`src/ethFramePkg.sv`:
```
// Ethernet wire-format types and constants, imported by the transmit MAC and its testbench
package ethFramePkg;

  //////////////////////////////
  // Field widths
  //////////////////////////////

  typedef logic [3:0]  nibble_t;    // One MII transfer
  typedef logic [7:0]  byte_t;      // Payload byte from the host
  typedef logic [47:0] macAddr_t;   // Station address
  typedef logic [15:0] lenField_t;  // Length/type field

  //////////////////////////////
  // Frame delimiters
  //////////////////////////////

  // Preamble pattern, each nibble of 0x55 on the wire
  localparam nibble_t PreambleNibble = 4'h5;

  // Second nibble of the SFD byte 0xD5
  localparam nibble_t SfdNibble = 4'hD;

  // Length of the preamble state, SFD byte follows
  localparam int PreambleNibbles = 14;

  //////////////////////////////
  // Frame check sequence
  //////////////////////////////

  // IEEE 802.3 generator, MSB-first form
  localparam logic [31:0] CrcPoly = 32'h04C1_1DB7;

  // Register value after a frame and its own FCS are folded in
  localparam logic [31:0] CrcResidue = 32'hC704_DD7B;

endpackage

```
`src/txStatePkg.sv`:
```
// Transmit controller state and counter types, shared by the MAC blocks that follow the FSM
package txStatePkg;

  // One state per field on the wire, plus the two quiet states
  typedef enum logic [3:0] {
    Idle,
    Ipg,       // Inter-packet gap
    Preamble,
    Sfd,
    DestAddr,
    SrcAddr,
    LenField,
    DataLow,   // Payload byte, bits 3:0
    DataHigh,  // Payload byte, bits 7:4
    Pad,       // Zero fill up to the minimum size
    Fcs
  } txState_t;

  // Nibble position inside the current field
  typedef logic [3:0] nibCnt_t;

  // Bytes since the destination address, also the gap length
  typedef logic [15:0] byteCnt_t;

endpackage

```
`src/txCrc32.sv`:
```
// Nibble-wide CRC-32 of the transmit MAC: accumulates the frame and then shifts out its FCS
`timescale 1ns/1ns

module txCrc32 (
  input  logic                 MTxClk,
  input  logic                 Resetn,
  input  txStatePkg::txState_t state,
  input  ethFramePkg::nibble_t txNibble,
  output ethFramePkg::nibble_t fcsNibble
);

  import ethFramePkg::*;
  import txStatePkg::*;

  logic [31:0] crc;

  // One MII nibble, bit 0 first as on the wire
  function automatic logic [31:0] foldNibble(input logic [31:0] crcIn, input nibble_t data);
    logic [31:0] acc;
    logic        fb;
    acc = crcIn;
    for (int i = 0; i < 4; i++)
    begin
      fb  = acc[31] ^ data[i];
      acc = {acc[30:0], 1'b0} ^ (fb ? CrcPoly : 32'h0);
    end
    return acc;
  endfunction

  always_ff @(posedge MTxClk or negedge Resetn)
  begin
    if (!Resetn)
      crc <= '1;
    else
      case (state)
        Idle, Preamble, Sfd:
          crc <= '1;  // Preset before the first address nibble
        DestAddr, SrcAddr, LenField, DataLow, DataHigh, Pad:
          crc <= foldNibble(crc, txNibble);
        Fcs:
          crc <= {crc[27:0], 4'h0};  // Next FCS nibble to the top
        default:
          crc <= crc;
      endcase
  end

  // Top bits inverted and reversed so crc[31] leaves first
  assign fcsNibble = ~{crc[28], crc[29], crc[30], crc[31]};

endmodule

```
`src/txFieldSerializer.sv`:
```
// Transmit nibble mux of the MAC: holds the header fields of a frame and picks the nibble per state
`timescale 1ns/1ns

module txFieldSerializer (
  input  logic                   MTxClk,
  input  logic                   Resetn,
  input  txStatePkg::txState_t   state,
  input  txStatePkg::nibCnt_t    nibCnt,
  input  ethFramePkg::byte_t     TxData,
  input  ethFramePkg::macAddr_t  MacAddress,
  input  ethFramePkg::macAddr_t  DaAddress,
  input  ethFramePkg::lenField_t PayloadLength,
  input  ethFramePkg::nibble_t   fcsNibble,
  output ethFramePkg::nibble_t   txNibble
);

  import ethFramePkg::*;
  import txStatePkg::*;

  macAddr_t   daReg;
  macAddr_t   saReg;
  lenField_t  lenReg;
  byte_t      hdrByte;    // Header byte under the nibble counter
  logic [5:0] addrShift;  // Bit offset of that byte in an address
  logic [3:0] lenShift;

  // Fields follow the inputs until the frame leaves Idle
  always_ff @(posedge MTxClk or negedge Resetn)
  begin
    if (!Resetn)
    begin
      daReg  <= '0;
      saReg  <= '0;
      lenReg <= '0;
    end
    else if (state == Idle)
    begin
      daReg  <= DaAddress;
      saReg  <= MacAddress;
      lenReg <= PayloadLength;
    end
  end

  // Most significant byte goes first
  assign addrShift = 6'd40 - {nibCnt[3:1], 3'b000};
  assign lenShift  = nibCnt[1] ? 4'd0 : 4'd8;

  always_comb
  begin
    case (state)
      DestAddr: hdrByte = byte_t'(daReg >> addrShift);
      SrcAddr:  hdrByte = byte_t'(saReg >> addrShift);
      default:  hdrByte = byte_t'(lenReg >> lenShift);
    endcase
  end

  //////////////////////////////
  // Nibble per state
  //////////////////////////////

  always_comb
  begin
    case (state)
      Preamble:
        txNibble = PreambleNibble;
      Sfd:
        txNibble = nibCnt[0] ? SfdNibble : PreambleNibble;
      DestAddr, SrcAddr, LenField:
        txNibble = nibCnt[0] ? hdrByte[7:4] : hdrByte[3:0];  // Low nibble first
      DataLow:
        txNibble = TxData[3:0];
      DataHigh:
        txNibble = TxData[7:4];
      Fcs:
        txNibble = fcsNibble;
      default:
        txNibble = '0;  // Idle, gap and zero fill
    endcase
  end

endmodule

```
`src/txFrameFsm.sv`:
```
// Frame sequencing FSM of the transmit MAC: steps through the fields and decides pad, gap and abort
`timescale 1ns/1ns

module txFrameFsm #(
  parameter int IpgCycles     = 24,
  parameter int MinFrameBytes = 64
) (
  input  logic                 MTxClk,
  input  logic                 Resetn,
  input  logic                 TxStartFrm,
  input  logic                 TxEndFrm,
  input  logic                 TxUnderRun,
  input  logic                 Pad,
  output txStatePkg::txState_t state,
  output txStatePkg::nibCnt_t  nibCnt,
  output logic                 byteTaken,
  output logic                 frameDone,
  output logic                 frameAbort
);

  import ethFramePkg::*;
  import txStatePkg::*;

  // Frame bytes between SFD and FCS once padded
  localparam byteCnt_t PadTarget = byteCnt_t'(MinFrameBytes - 4);
  localparam byteCnt_t GapLast   = byteCnt_t'(IpgCycles - 1);
  localparam nibCnt_t  PreLast   = nibCnt_t'(PreambleNibbles - 1);

  txState_t nextState;
  byteCnt_t byteCnt;
  byteCnt_t byteCntNext;  // Count once the current byte is out
  logic     padEn;        // Pad input captured at acceptance
  logic     byteDone;

  assign byteCntNext = byteCnt + 1'b1;

  // Header and pad bytes end on their odd nibble
  assign byteDone = ((state == DestAddr || state == SrcAddr || state == LenField ||
                      state == txStatePkg::Pad) && nibCnt[0]) || state == DataHigh;

  assign byteTaken  = (state == DataHigh);
  assign frameAbort = (state == DataLow) && TxUnderRun;

  //////////////////////////////
  // Next state
  //////////////////////////////

  always_comb
  begin
    nextState = state;
    case (state)
      Idle:
        if (TxStartFrm)
          nextState = Preamble;
      Ipg:
        if (byteCnt == GapLast)
          nextState = Idle;
      Preamble:
        if (nibCnt == PreLast)
          nextState = Sfd;
      Sfd:
        if (nibCnt == 4'd1)
          nextState = DestAddr;
      DestAddr:
        if (nibCnt == 4'd11)  // Six bytes
          nextState = SrcAddr;
      SrcAddr:
        if (nibCnt == 4'd11)
          nextState = LenField;
      LenField:
        if (nibCnt == 4'd3)
          nextState = DataLow;
      DataLow:
        if (TxUnderRun)
          nextState = Ipg;  // Truncate, no FCS
        else
          nextState = DataHigh;
      DataHigh:
        if (!TxEndFrm)
          nextState = DataLow;
        else if (padEn && byteCntNext < PadTarget)
          nextState = txStatePkg::Pad;
        else
          nextState = Fcs;
      txStatePkg::Pad:
        if (nibCnt[0] && byteCntNext >= PadTarget)
          nextState = Fcs;
      Fcs:
        if (nibCnt == 4'd7)
          nextState = Ipg;
      default:
        nextState = Idle;
    endcase
  end

  //////////////////////////////
  // Registers
  //////////////////////////////

  always_ff @(posedge MTxClk or negedge Resetn)
  begin
    if (!Resetn)
      state <= Idle;
    else
      state <= nextState;
  end

  // Restarts on every state change; in Pad only bit 0 is looked at
  always_ff @(posedge MTxClk or negedge Resetn)
  begin
    if (!Resetn)
      nibCnt <= '0;
    else if (nextState != state)
      nibCnt <= '0;
    else
      nibCnt <= nibCnt + 1'b1;
  end

  // Byte count during the frame, cycle count during the gap
  always_ff @(posedge MTxClk or negedge Resetn)
  begin
    if (!Resetn)
      byteCnt <= '0;
    else if (nextState == Ipg && state != Ipg)
      byteCnt <= '0;
    else if (state == Sfd)
      byteCnt <= '0;
    else if (byteDone || state == Ipg)
      byteCnt <= byteCntNext;
  end

  always_ff @(posedge MTxClk or negedge Resetn)
  begin
    if (!Resetn)
      padEn <= 1'b0;
    else if (state == Idle && TxStartFrm)
      padEn <= Pad;
  end

  // High in the first gap cycle after a complete FCS
  always_ff @(posedge MTxClk or negedge Resetn)
  begin
    if (!Resetn)
      frameDone <= 1'b0;
    else
      frameDone <= (state == Fcs) && (nibCnt == 4'd7);
  end

endmodule

```
`src/txMacTop.sv`:
```
// Top level of the full-duplex Ethernet transmit MAC, the block to instantiate in a system
`timescale 1ns/1ns

module txMacTop #(
  parameter int IpgCycles     = 24,  // Gap length in MTxClk cycles
  parameter int MinFrameBytes = 64   // Minimum frame, FCS included
) (
  input  logic                   MTxClk,
  input  logic                   Resetn,
  input  logic                   TxStartFrm,
  input  logic                   TxEndFrm,
  input  logic                   TxUnderRun,
  input  logic                   Pad,
  input  ethFramePkg::byte_t     TxData,
  input  ethFramePkg::macAddr_t  MacAddress,
  input  ethFramePkg::macAddr_t  DaAddress,
  input  ethFramePkg::lenField_t PayloadLength,
  output ethFramePkg::nibble_t   MTxD,
  output logic                   MTxEn,
  output logic                   MTxErr,
  output logic                   TxDone,
  output logic                   TxAbort,
  output logic                   TxUsedData
);

  import ethFramePkg::*;
  import txStatePkg::*;

  txState_t state;
  nibCnt_t  nibCnt;
  nibble_t  txNibble;
  nibble_t  fcsNibble;
  logic     byteTaken;
  logic     frameDone;
  logic     frameAbort;

  txFrameFsm #(
    .IpgCycles     (IpgCycles),
    .MinFrameBytes (MinFrameBytes)
  ) fsmInst (
    .MTxClk     (MTxClk),
    .Resetn     (Resetn),
    .TxStartFrm (TxStartFrm),
    .TxEndFrm   (TxEndFrm),
    .TxUnderRun (TxUnderRun),
    .Pad        (Pad),
    .state      (state),
    .nibCnt     (nibCnt),
    .byteTaken  (byteTaken),
    .frameDone  (frameDone),
    .frameAbort (frameAbort)
  );

  txFieldSerializer serInst (
    .MTxClk        (MTxClk),
    .Resetn        (Resetn),
    .state         (state),
    .nibCnt        (nibCnt),
    .TxData        (TxData),
    .MacAddress    (MacAddress),
    .DaAddress     (DaAddress),
    .PayloadLength (PayloadLength),
    .fcsNibble     (fcsNibble),
    .txNibble      (txNibble)
  );

  // FCS comes back into the nibble mux
  txCrc32 crcInst (
    .MTxClk    (MTxClk),
    .Resetn    (Resetn),
    .state     (state),
    .txNibble  (txNibble),
    .fcsNibble (fcsNibble)
  );

  txOutputRegs outInst (
    .MTxClk     (MTxClk),
    .Resetn     (Resetn),
    .state      (state),
    .txNibble   (txNibble),
    .byteTaken  (byteTaken),
    .frameDone  (frameDone),
    .frameAbort (frameAbort),
    .TxStartFrm (TxStartFrm),
    .MTxD       (MTxD),
    .MTxEn      (MTxEn),
    .MTxErr     (MTxErr),
    .TxDone     (TxDone),
    .TxAbort    (TxAbort),
    .TxUsedData (TxUsedData)
  );

endmodule

```
`src/txOutputRegs.sv`:
```
// Output stage of the transmit MAC: registered MII signals toward the PHY and status toward the host
`timescale 1ns/1ns

module txOutputRegs (
  input  logic                 MTxClk,
  input  logic                 Resetn,
  input  txStatePkg::txState_t state,
  input  ethFramePkg::nibble_t txNibble,
  input  logic                 byteTaken,
  input  logic                 frameDone,
  input  logic                 frameAbort,
  input  logic                 TxStartFrm,
  output ethFramePkg::nibble_t MTxD,
  output logic                 MTxEn,
  output logic                 MTxErr,
  output logic                 TxDone,
  output logic                 TxAbort,
  output logic                 TxUsedData
);

  import txStatePkg::*;

  logic sending;   // State drives a nibble onto the wire
  logic accepted;  // New frame taken this cycle

  assign sending = state inside {Preamble, Sfd, DestAddr, SrcAddr, LenField,
                                 DataLow, DataHigh, Pad, Fcs};
  assign accepted = (state == Idle) && TxStartFrm;

  //////////////////////////////
  // PHY side
  //////////////////////////////

  always_ff @(posedge MTxClk or negedge Resetn)
  begin
    if (!Resetn)
    begin
      MTxD   <= '0;
      MTxEn  <= 1'b0;
      MTxErr <= 1'b0;
    end
    else
    begin
      MTxD   <= txNibble;
      MTxEn  <= sending;
      MTxErr <= frameAbort;  // Lines up with the final nibble
    end
  end

  // Host side, status levels held until the next acceptance
  always_ff @(posedge MTxClk or negedge Resetn)
  begin
    if (!Resetn)
    begin
      TxUsedData <= 1'b0;
      TxDone     <= 1'b0;
      TxAbort    <= 1'b0;
    end
    else
    begin
      TxUsedData <= byteTaken;
      if (accepted)
        TxDone <= 1'b0;
      else if (frameDone)
        TxDone <= 1'b1;
      if (accepted)
        TxAbort <= 1'b0;
      else if (frameAbort)
        TxAbort <= 1'b1;
    end
  end

endmodule

```
`config.mk`:
```
export PLATFORM = sky130hd
export DESIGN_NAME = txMacTop
export DESIGN_NICKNAME = d
export VERILOG_FILES = /design/src/ethFramePkg.sv /design/src/txStatePkg.sv /design/src/txCrc32.sv /design/src/txFieldSerializer.sv /design/src/txFrameFsm.sv /design/src/txMacTop.sv /design/src/txOutputRegs.sv
export SDC_FILE = /design/constraint.sdc
export NUM_CORES = 1
export LEC_CHECK = 0
export BUFFER_PORTS_ARGS = -buffer_cell sky130_fd_sc_hd__buf_2
export CAP_MARGIN = 20
export CORE_ASPECT_RATIO = 0.5
export CORE_MARGIN = 4
export CORE_UTILIZATION = 60
export DETAILED_ROUTE_END_ITERATION = 7
export PLACE_DENSITY_LB_ADDON = 0.2
export SYNTH_ARGS = -nofsm -noshare
export SYNTH_HDL_FRONTEND = slang
export SYNTH_HIERARCHICAL = 1
export SYNTH_SLANG_ARGS = --single-unit
```
`constraint.sdc`:
```
create_clock -name MTxClk -period 5.77 [get_ports MTxClk]
set_input_delay 1.154 -clock MTxClk [delete_from_list [all_inputs] [get_ports MTxClk]]
set_output_delay 1.154 -clock MTxClk [all_outputs]
set_load 0.1 [all_outputs]
```
==> run summary, run 1 <==
The routability congestion estimate from global placement is 0.9444. The count of port buffers added during placement is 134. At the worst endpoint, the required time is 6.12 ns. The area of the placeable core came out at 14,860 um2. The start-to-end type of the worst setup path is flip-flop to flip-flop. The reg2reg setup slack is 1.51 ns.

The headroom to the max-slew limit came out at 0.3288. The final hold violation count came out at 0. The startpoint identified for the worst register-to-register timing path is fsmInst/state[0]$_DFF_PN0_. Once layout is complete, the utilization of the core stands at 0.7210.

STA puts the critical path data arrival time at 4.62 ns. The standard-cell row count is 31. The total nets after synthesis came out at 955.

Synthesis produced a netlist whose cell count is 826. After detailed placement, the design holds a cell count of 1,120. The clock tree from TritonCTS is done. The largest net degree at the start of global routing came out at 108.

In the final layout, the share of cells above drive strength 1 is 0.3753. The final total negative setup slack is 0 ns. The final net count is 1,070. In this run, post-CTS repair resized a total of 0 instances. The most frequent standard cell in the layout excluding fill and tap cells is sky130_fd_sc_hd__dfrtp_1. The netlist area before placement came out at 9369 um2. The number of H-tree branching levels is 4. The clock tree skew after final layout came out at 0.01254 ns.

The count of maximum capacitance violations is 0. Summing all multi-input logic gate instances after layout gives 4519 um2. The count of pins on the block boundary is 135. At the pin with the least slew margin, the transition time is 1.007 ns. The most critical setup path has its startpoint at fsmInst/state[0]$_DFF_PN0_. The most frequently used flop master after synthesis is sky130_fd_sc_hd__dfrtp_1. The global-route usage over all layers came out at 0.2709. The maximum VDD drop is 285.5 uV. The total CTS buffers came out at 17. The post-route minimum period is 4.263 ns. Counting the fill cells in the layout gives 1,085. The wire length per cell is 20.24 um. The cell sitting at the root of the clock tree is a sky130_fd_sc_hd__clkbuf_16. The endpoint identified for the worst register-to-register timing path is crcInst/crc[12]$_DFFE_PN1P_.

The post-CTS repair timing setup buffer count came out at 0. The area occupied by registers is 4519 um2. During synthesis, Yosys emitted a total of 6 warnings. The largest fanout on the critical path is 41. The post-detailed-route via-to-cell ratio came out at 6.251.

The total power divided by cell area came out at 568.5 nW/um2. The placed wire-length estimate after detailed placement is 16,860 um. The period utilization is 0.7389. The floorplan step defined a die boundary enclosing 17,800 um2.

The flow ran to the end, and the final reports show no timing, DRC or antenna violations. The highest clock rate is 234.6 MHz. The clock-pin slew on the worst setup and hold paths is 0.07 ns.

The number of antenna cells inserted came out at 0. The deepest clock path buffer count is 2. The starting DRC count in detailed routing came out at 661. The width of the chip is 184.7 um. The clock network latency to the later pin of the worst-skew pair is 0.43 ns. The first detailed-routing pass took 5 iterations. The path class of the lowest-slack min-delay path is flip-flop to flip-flop. The top cell types in the final layout, fill and taps aside, are 147 x sky130_fd_sc_hd__dfrtp_1, 133 x sky130_fd_sc_hd__buf_2, 119 x sky130_fd_sc_hd__mux2_2, 51 x sky130_fd_sc_hd__nor2_1, 49 x sky130_fd_sc_hd__a21oi_1. The floorplan step set the die height to 96.36 um.

The cell leakage power came out at 4.621 nW. The finished layout holds 1,152 standard cells, fillers aside. The number of routed nets with antenna violations is 0.

The via count of the first global-routing pass came to 7,288. STA classifies the critical path endpoint as a flip-flop. The number of unique standard cell types used by synthesis came out at 76. The total vias in the final route is 7,201. The synthesized design contains 0 enable-type register cells.

Summed over all layers, the global routing overflow is 0. The post-synthesis average cell area is 11.34 um2. The critical path ends at crcInst/crc[12]$_DFFE_PN1P_. The total of hold buffers inserted after clock tree synthesis is 0. The detailed-route wire length is 23,310 um. After detailed routing, the number of remaining DRC violations is 0.

The layout overhead on the synthesized area came out at 14.32%. The number of antenna violations at the first check in global routing is 0. The element type at the critical path start is a flip-flop. The proportion of synthesized flip-flops having asynchronous set or reset came out at 1.000. The number of sinks on the clock net is 179. The initial utilization of the core area, before any placement, comes to 0.6307. The first-pass GRT wire length is 37,420 um. The count of final max-slew check failures is 0.

The sequential area share after synthesis came out at 0.4824. Setup repair after global routing left no endpoint under its margin. The depth of the most critical reg-to-reg path came out at 10. Setup violations remaining at the end of the flow were counted as 0. The count of state elements after synthesis came out at 179.
synthesized netlist by cell type, types with 4 or more instances:
| master | number | area share |
|---|---|---|
| sky130_fd_sc_hd__dfrtp_1 | 147 | 0.39 |
| sky130_fd_sc_hd__mux2_2 | 119 | 0.14 |
| sky130_fd_sc_hd__nor2_1 | 51 | 0.020 |
| sky130_fd_sc_hd__a21oi_1 | 49 | 0.026 |
| sky130_fd_sc_hd__nand2_1 | 45 | 0.018 |
| sky130_fd_sc_hd__dfstp_2 | 32 | 0.090 |
| sky130_fd_sc_hd__nand3_1 | 28 | 0.015 |
| sky130_fd_sc_hd__o21ai_0 | 28 | 0.015 |
| sky130_fd_sc_hd__mux2i_1 | 26 | 0.028 |
| sky130_fd_sc_hd__clkbuf_1 | 20 | 0.0080 |
| sky130_fd_sc_hd__inv_1 | 20 | 0.0080 |
| sky130_fd_sc_hd__o22ai_1 | 19 | 0.013 |
| sky130_fd_sc_hd__xnor2_1 | 18 | 0.017 |
| sky130_fd_sc_hd__buf_2 | 17 | 0.0091 |
| sky130_fd_sc_hd__xor2_1 | 15 | 0.014 |
| sky130_fd_sc_hd__nand4_1 | 10 | 0.0067 |
| sky130_fd_sc_hd__a211oi_1 | 8 | 0.0064 |
| sky130_fd_sc_hd__a21o_1 | 8 | 0.0064 |
| sky130_fd_sc_hd__a221oi_1 | 8 | 0.0075 |
| sky130_fd_sc_hd__a31oi_1 | 8 | 0.0053 |
| sky130_fd_sc_hd__nand2b_1 | 8 | 0.0053 |
| sky130_fd_sc_hd__o21a_1 | 8 | 0.0064 |
| sky130_fd_sc_hd__mux4_2 | 7 | 0.017 |
| sky130_fd_sc_hd__nor2b_1 | 7 | 0.0047 |
| sky130_fd_sc_hd__nor3_1 | 7 | 0.0037 |
| sky130_fd_sc_hd__o221a_2 | 7 | 0.0084 |
| sky130_fd_sc_hd__and3_1 | 5 | 0.0033 |
| sky130_fd_sc_hd__nand3b_1 | 5 | 0.0040 |
| sky130_fd_sc_hd__or3_1 | 5 | 0.0033 |
| sky130_fd_sc_hd__a22oi_1 | 4 | 0.0032 |
| sky130_fd_sc_hd__a2bb2oi_1 | 4 | 0.0037 |
| sky130_fd_sc_hd__buf_4 | 4 | 0.0032 |
| sky130_fd_sc_hd__buf_6 | 4 | 0.0048 |
| sky130_fd_sc_hd__nor3b_1 | 4 | 0.0032 |
| sky130_fd_sc_hd__o221ai_1 | 4 | 0.0037 |
| sky130_fd_sc_hd__or3b_2 | 4 | 0.0037 |
| sky130_fd_sc_hd__xnor3_1 | 4 | 0.0096 |
report_power, final:
| group | internal (mW) | switching (mW) | total (mW) |
|---|---|---|---|
| Clock | 0.622 | 0.529 | 1.15 |
| Sequential | 1.82 | 0.359 | 2.18 |
| Combinational | 1.28 | 1.48 | 2.76 |
| Total | 3.72 | 2.37 | 6.09 |
worst min-delay path by stage:
stage / from / to / slack (ns) / cells past startpoint
final: crcInst/crc[6]$_DFFE_PN1P_ / crcInst/crc[10]$_DFFE_PN1P_ / 0.50 / 2
after global routing: crcInst/crc[6]$_DFFE_PN1P_ / crcInst/crc[10]$_DFFE_PN1P_ / 0.52 / 2
after CTS: crcInst/crc[6]$_DFFE_PN1P_ / crcInst/crc[10]$_DFFE_PN1P_ / 0.49 / 2
after detailed placement: crcInst/crc[6]$_DFFE_PN1P_ / crcInst/crc[10]$_DFFE_PN1P_ / 0.48 / 2
after global placement: crcInst/crc[6]$_DFFE_PN1P_ / crcInst/crc[10]$_DFFE_PN1P_ / 0.47 / 2
after floorplan: crcInst/crc[6]$_DFFE_PN1P_ / crcInst/crc[10]$_DFFE_PN1P_ / 0.45 / 2
worst max-delay path, stage by stage (launching register included):
cell and delay (ns):
sky130_fd_sc_hd__dfrtp_1 0.33, sky130_fd_sc_hd__buf_4 0.40, sky130_fd_sc_hd__and4bb_1 0.74, sky130_fd_sc_hd__mux4_2 0.59, sky130_fd_sc_hd__o2bb2ai_1 0.18, sky130_fd_sc_hd__a221oi_1 0.23, sky130_fd_sc_hd__o21ai_0 0.25, sky130_fd_sc_hd__xnor2_2 0.50
sky130_fd_sc_hd__xnor3_1 0.52, sky130_fd_sc_hd__o21a_1 0.20, sky130_fd_sc_hd__o221a_2 0.24
stage by stage:
| stage | total power [mW] | instance area, um2 | worst slack, ns | hold slack [ns] |
|---|---|---|---|---|
| 2_1_floorplan | 4.305 | 9369 | 2.273 | 0.4481 |
| 3_3_place_gp | 4.812 | 10130 | 1.682 | 0.4735 |
| 3_5_place_dp | 4.917 | 10130 | 1.575 | 0.4775 |
| 4_1_cts | 6.081 | 10710 | 1.518 | 0.4911 |
| 5_1_grt | 6.439 | 10710 | 1.177 | 0.5166 |
| 6_report | 6.089 | 10710 | 1.507 | 0.4978 |
per-layer routing:
layer / share of wire / track usage
met1: 0.42 / 0.3500
met2: 0.49 / 0.4535
met3: 0.076 / 0.07928
met4: 0.017 / 0.07692
met5: 0 / 0
registers in the layout, indices dropped and copies added (netlist names), 4 cells and up:
register         cells
serInst/daReg       48
serInst/saReg       48
crcInst/crc         32
fsmInst/byteCnt     16
serInst/lenReg      16
fsmInst/nibCnt       4
fsmInst/state        4
outInst/MTxD         4
kinds of logic (layout without fill, tap and decap cells):
| group | count (synthesis) | after routing | synth area share |
|---|---|---|---|
| fa+ha+maj | 3 | 3 | 0.004007 |
| simple gates | 197 | 197 | 0.1088 |
| buf+inv | 69 | 197 | 0.03592 |
| compound gates | 186 | 186 | 0.1356 |
| mux | 152 | 152 | 0.1876 |
| flops | 179 | 179 | 0.4824 |
| xor+xnor | 40 | 40 | 0.04567 |
final cells by class:
cell class,instances,area share
timing repair buffer,144,0.07138
inverter,21,0.007360
clock inverter,13,0.01285
tap,198,0.02313
multi-input combinational,578,0.4220
clock buffer,19,0.04136
sequential,179,0.4220
Note: power is estimated with default switching activity, not from simulation.
==> inputs of run 2 (changes only) <==
--- a/config.mk
+++ b/config.mk
@@ -9,7 +9,7 @@
 export CAP_MARGIN = 20
 export CORE_ASPECT_RATIO = 0.5
 export CORE_MARGIN = 4
-export CORE_UTILIZATION = 60
+export CORE_UTILIZATION = 58
 export DETAILED_ROUTE_END_ITERATION = 7
 export PLACE_DENSITY_LB_ADDON = 0.2
 export SYNTH_ARGS = -nofsm -noshare
==> constraint.sdc (replaced) <==
create_clock -name MTxClk -period 4.24 [get_ports MTxClk]
set_input_delay 0.848 -clock MTxClk [delete_from_list [all_inputs] [get_ports MTxClk]]
set_output_delay 0.848 -clock MTxClk [all_outputs]
set_load 0.1 [all_outputs]
==> run 2 against run 1 <==
Against the previous run:
- first-iteration DRC count up 30%
- sequential power up 39%
- via count up 0.19%
- worst setup slack worse by 1.3 ns
- combinational power up 37%
- register-to-register slack worse by 1.3 ns
- die area up 3.2%
- critical path type unchanged
- critical endpoint unchanged
- largest power group unchanged
==> run summary, run 2 (synthesized netlist as in run 1, its figures left out) <==
VDD sags by at most 453.5 uV. Grouping stages by cell kind, the critical path spends the most delay in compound AO/OA/AOI/OAI gates. The DRC violation count after routing is 0.

The cell leakage power is 4.667 nW. The reported net switching power came out at 3.268 mW. The detail route stage leaves a number of antenna-violating nets equal to 0. The fraction of final layout cells sized beyond drive strength 1 is 0.3789. The global-route usage over all layers is 0.2631.

The initial standard-cell utilization of the core came out at 0.6000. The post-route minimum period came out at 3.984 ns. The flow ran to the end, and the final reports show no timing, DRC or antenna violations.

The transition time at the pin with the least slew margin is 1.057 ns. The final-layout fill cell count is 1,145. The headroom to the max-slew limit is 0.2950.

The first-pass GRT wire length is 38,740 um. The routability congestion estimate from global placement is 0.9414. The fraction of power consumed by combinational cells is 0.449. 0 antenna diodes ended up in the layout. The count of final max-slew check failures is 0. The largest registers in the layout are serInst/daReg x48, serInst/saReg x48, crcInst/crc x32.

For this design the ratio of total power to cell area is 779.5 nW/um2. The total of hold buffers inserted after clock tree synthesis came out at 0. In this run the number of H-tree levels came out at 4.

After clock tree synthesis, the repair step resized 0 gates. The total CTS buffers is 17. Of the total power, registers draw 0.359.

The period utilization came out at 0.9395. The clock network latency to the later pin of the worst-skew pair came out at 0.43 ns. The vertical die dimension is 97.87 um.

The count of pins on the block boundary is 135. The endpoint kind of the worst setup timing path is a flip-flop. The first TritonRoute pass finished after 6 iterations.

No sink is reached through more buffers than the 2 on the longest clock path. The clock tree skew after final layout came out at 0.01372 ns. In this run the worst hold path is classified as flip-flop to flip-flop. The number of sinks on the clock net is 179. The width of the chip is 187.7 um.

The most frequent standard cell in the layout excluding fill and tap cells is sky130_fd_sc_hd__dfrtp_1. In the layout the commonest cells are 147 x sky130_fd_sc_hd__dfrtp_1, 133 x sky130_fd_sc_hd__buf_2, 119 x sky130_fd_sc_hd__mux2_2, 51 x sky130_fd_sc_hd__nor2_1, 49 x sky130_fd_sc_hd__a21oi_1. The cell internal power dissipation is 5.133 mW.

The count of port buffers added during placement came out at 134. The wire length per cell is 20.62 um. After floorplanning, the core was divided into 32 placement rows. Dividing the detail-routed via count by the number of cells gives 6.209. The final-report setup violation count is 0.

After routing, the total negative slack on setup checks comes to 0 ns. The detailed router placed 7,215 vias in this run. From synthesis to final layout, the design area changed by 15.02%. The final hold violation count is 0. The placed wire-length estimate after detailed placement is 17,090 um. The largest single stage delay on the critical path is 0.68 ns. At the worst endpoint, the required time is 4.59 ns. The clock-pin slew on the worst setup and hold paths came out at 0.07 ns. The worst setup path is launched from a flip-flop. The count of maximum capacitance violations came out at 0.

The start-to-end type of the worst setup path is flip-flop to flip-flop. The fraction of power consumed by the clock network came out at 0.191. The standard cell with the maximum stage delay on the critical path is sky130_fd_sc_hd__dfrtp_1.

TritonCTS built the clock tree. The highest clock rate is 251.0 MHz. The largest net degree at the start of global routing came out at 113. The tree is rooted in a sky130_fd_sc_hd__clkbuf_16. In this run, the number of DRC markers left after iteration 0 of detailed routing was 859.

The largest fanout on the critical path is 16. The post-CTS repair timing setup buffer count is 0. Summed over all layers, the routed wires come to 23,960 um.

The total global routing overflow came out at 0. The number of antenna violations at the first check in global routing came out at 0. The area of the placeable core is 15,620 um2. The design draws 8.401 mW. The fraction of power spent switching nets came out at 0.3890. At the worst endpoint, the arrival time is 4.34 ns. Setup repair after global routing left no endpoint under its margin. For this run, the post-layout net count is 1,075.

The area enclosed by the die boundary is 18,370 um2. Walking the worst path, the cells encountered are and4bb_1, buf_4, mux4_2, o2bb2ai_1, a221oi_1, o21ai_0, xnor2_2, xnor3_1, o21a_1, o221a_2. The via count of the first global-routing pass is 7,372.

The sum of buffers and inverters on the critical path came out at 1.
run 2: cell count changes in the layout (fill, tap and decap cells not counted), sizes merged:
cell,previous run,this run
buf,144,149
bufinv,1,2
clkbuf,19,18
inv,27,26
clkinv,2,5
clkinvlp,4,1
run 2: tightest hold or removal path, stage by stage, from the launching register on:
cell and delay [ns]:
sky130_fd_sc_hd__dfstp_2 0.39, sky130_fd_sc_hd__inv_1 0.05, sky130_fd_sc_hd__a211oi_1 0.06
run 2: layout make-up:
class	instances	area, um2	share of cell area
flip-flops and latches	179	4519	0.4194
clock buffers	18	439.2	0.04075
clock inverters	13	150.1	0.01393
well taps	204	255.2	0.02369
inverters	21	78.83	0.007315
multi-input cells	578	4519	0.4194
repair buffers	149	814.5	0.07558
run 2: final timing paths:
path | start | cells past startpoint | endpoint | slack [ns]
worst max-delay path | fsmInst/state[2]$_DFF_PN0_ | 10 | crcInst/crc[12]$_DFFE_PN1P_ | 0.26
worst min-delay path | crcInst/crc[6]$_DFFE_PN1P_ | 2 | crcInst/crc[10]$_DFFE_PN1P_ | 0.49
worst max register to register | fsmInst/state[2]$_DFF_PN0_ | 10 | crcInst/crc[12]$_DFFE_PN1P_ | 0.26
worst min register to register | crcInst/crc[6]$_DFFE_PN1P_ | 2 | crcInst/crc[10]$_DFFE_PN1P_ | 0.49
max in group asynchronous | Resetn | 2 | crcInst/crc[8]$_DFFE_PN1P_ | 2.81
min in group asynchronous | Resetn | 1 | serInst/lenReg[1]$_DFFE_PN0N_ | 0.50
run 2: per-layer routing:
layer / vias to the layer above / global-route usage / part of all wire
li1: 3287 / - / -
met4: 0 / 0.05130 / 0.0079
met2: 306 / 0.4362 / 0.50
met5: - / 0 / 0
met3: 21 / 0.06250 / 0.077
met1: 3601 / 0.3611 / 0.42
run 2: power by group through the flow:
stage | clock (mW) | combinational (mW) | sequential, mW
after detailed placement | 0 | 3.73 | 3.02
after floorplan | 0 | 2.85 | 3.01
after global placement | 0 | 3.61 | 3.01
after CTS | 1.62 | 3.75 | 3.00
final | 1.61 | 3.78 | 3.02
after global routing | 1.70 | 4.06 | 3.09
run 2: through the flow:
step           worst slack, ns  utilization  hold slack [ns]  cells  cell area, um2
2_1_floorplan           0.7433            -           0.4481    826            9369
3_3_place_gp            0.5508       0.6524           0.4766   1131           10190
3_5_place_dp            0.3806       0.6524           0.4719   1131           10190
4_1_cts                 0.3612       0.6901           0.4859   1162           10780
5_1_grt                 0.1043       0.6901           0.5187   1162           10780
6_report                0.2563       0.6901           0.4879   1162           10780
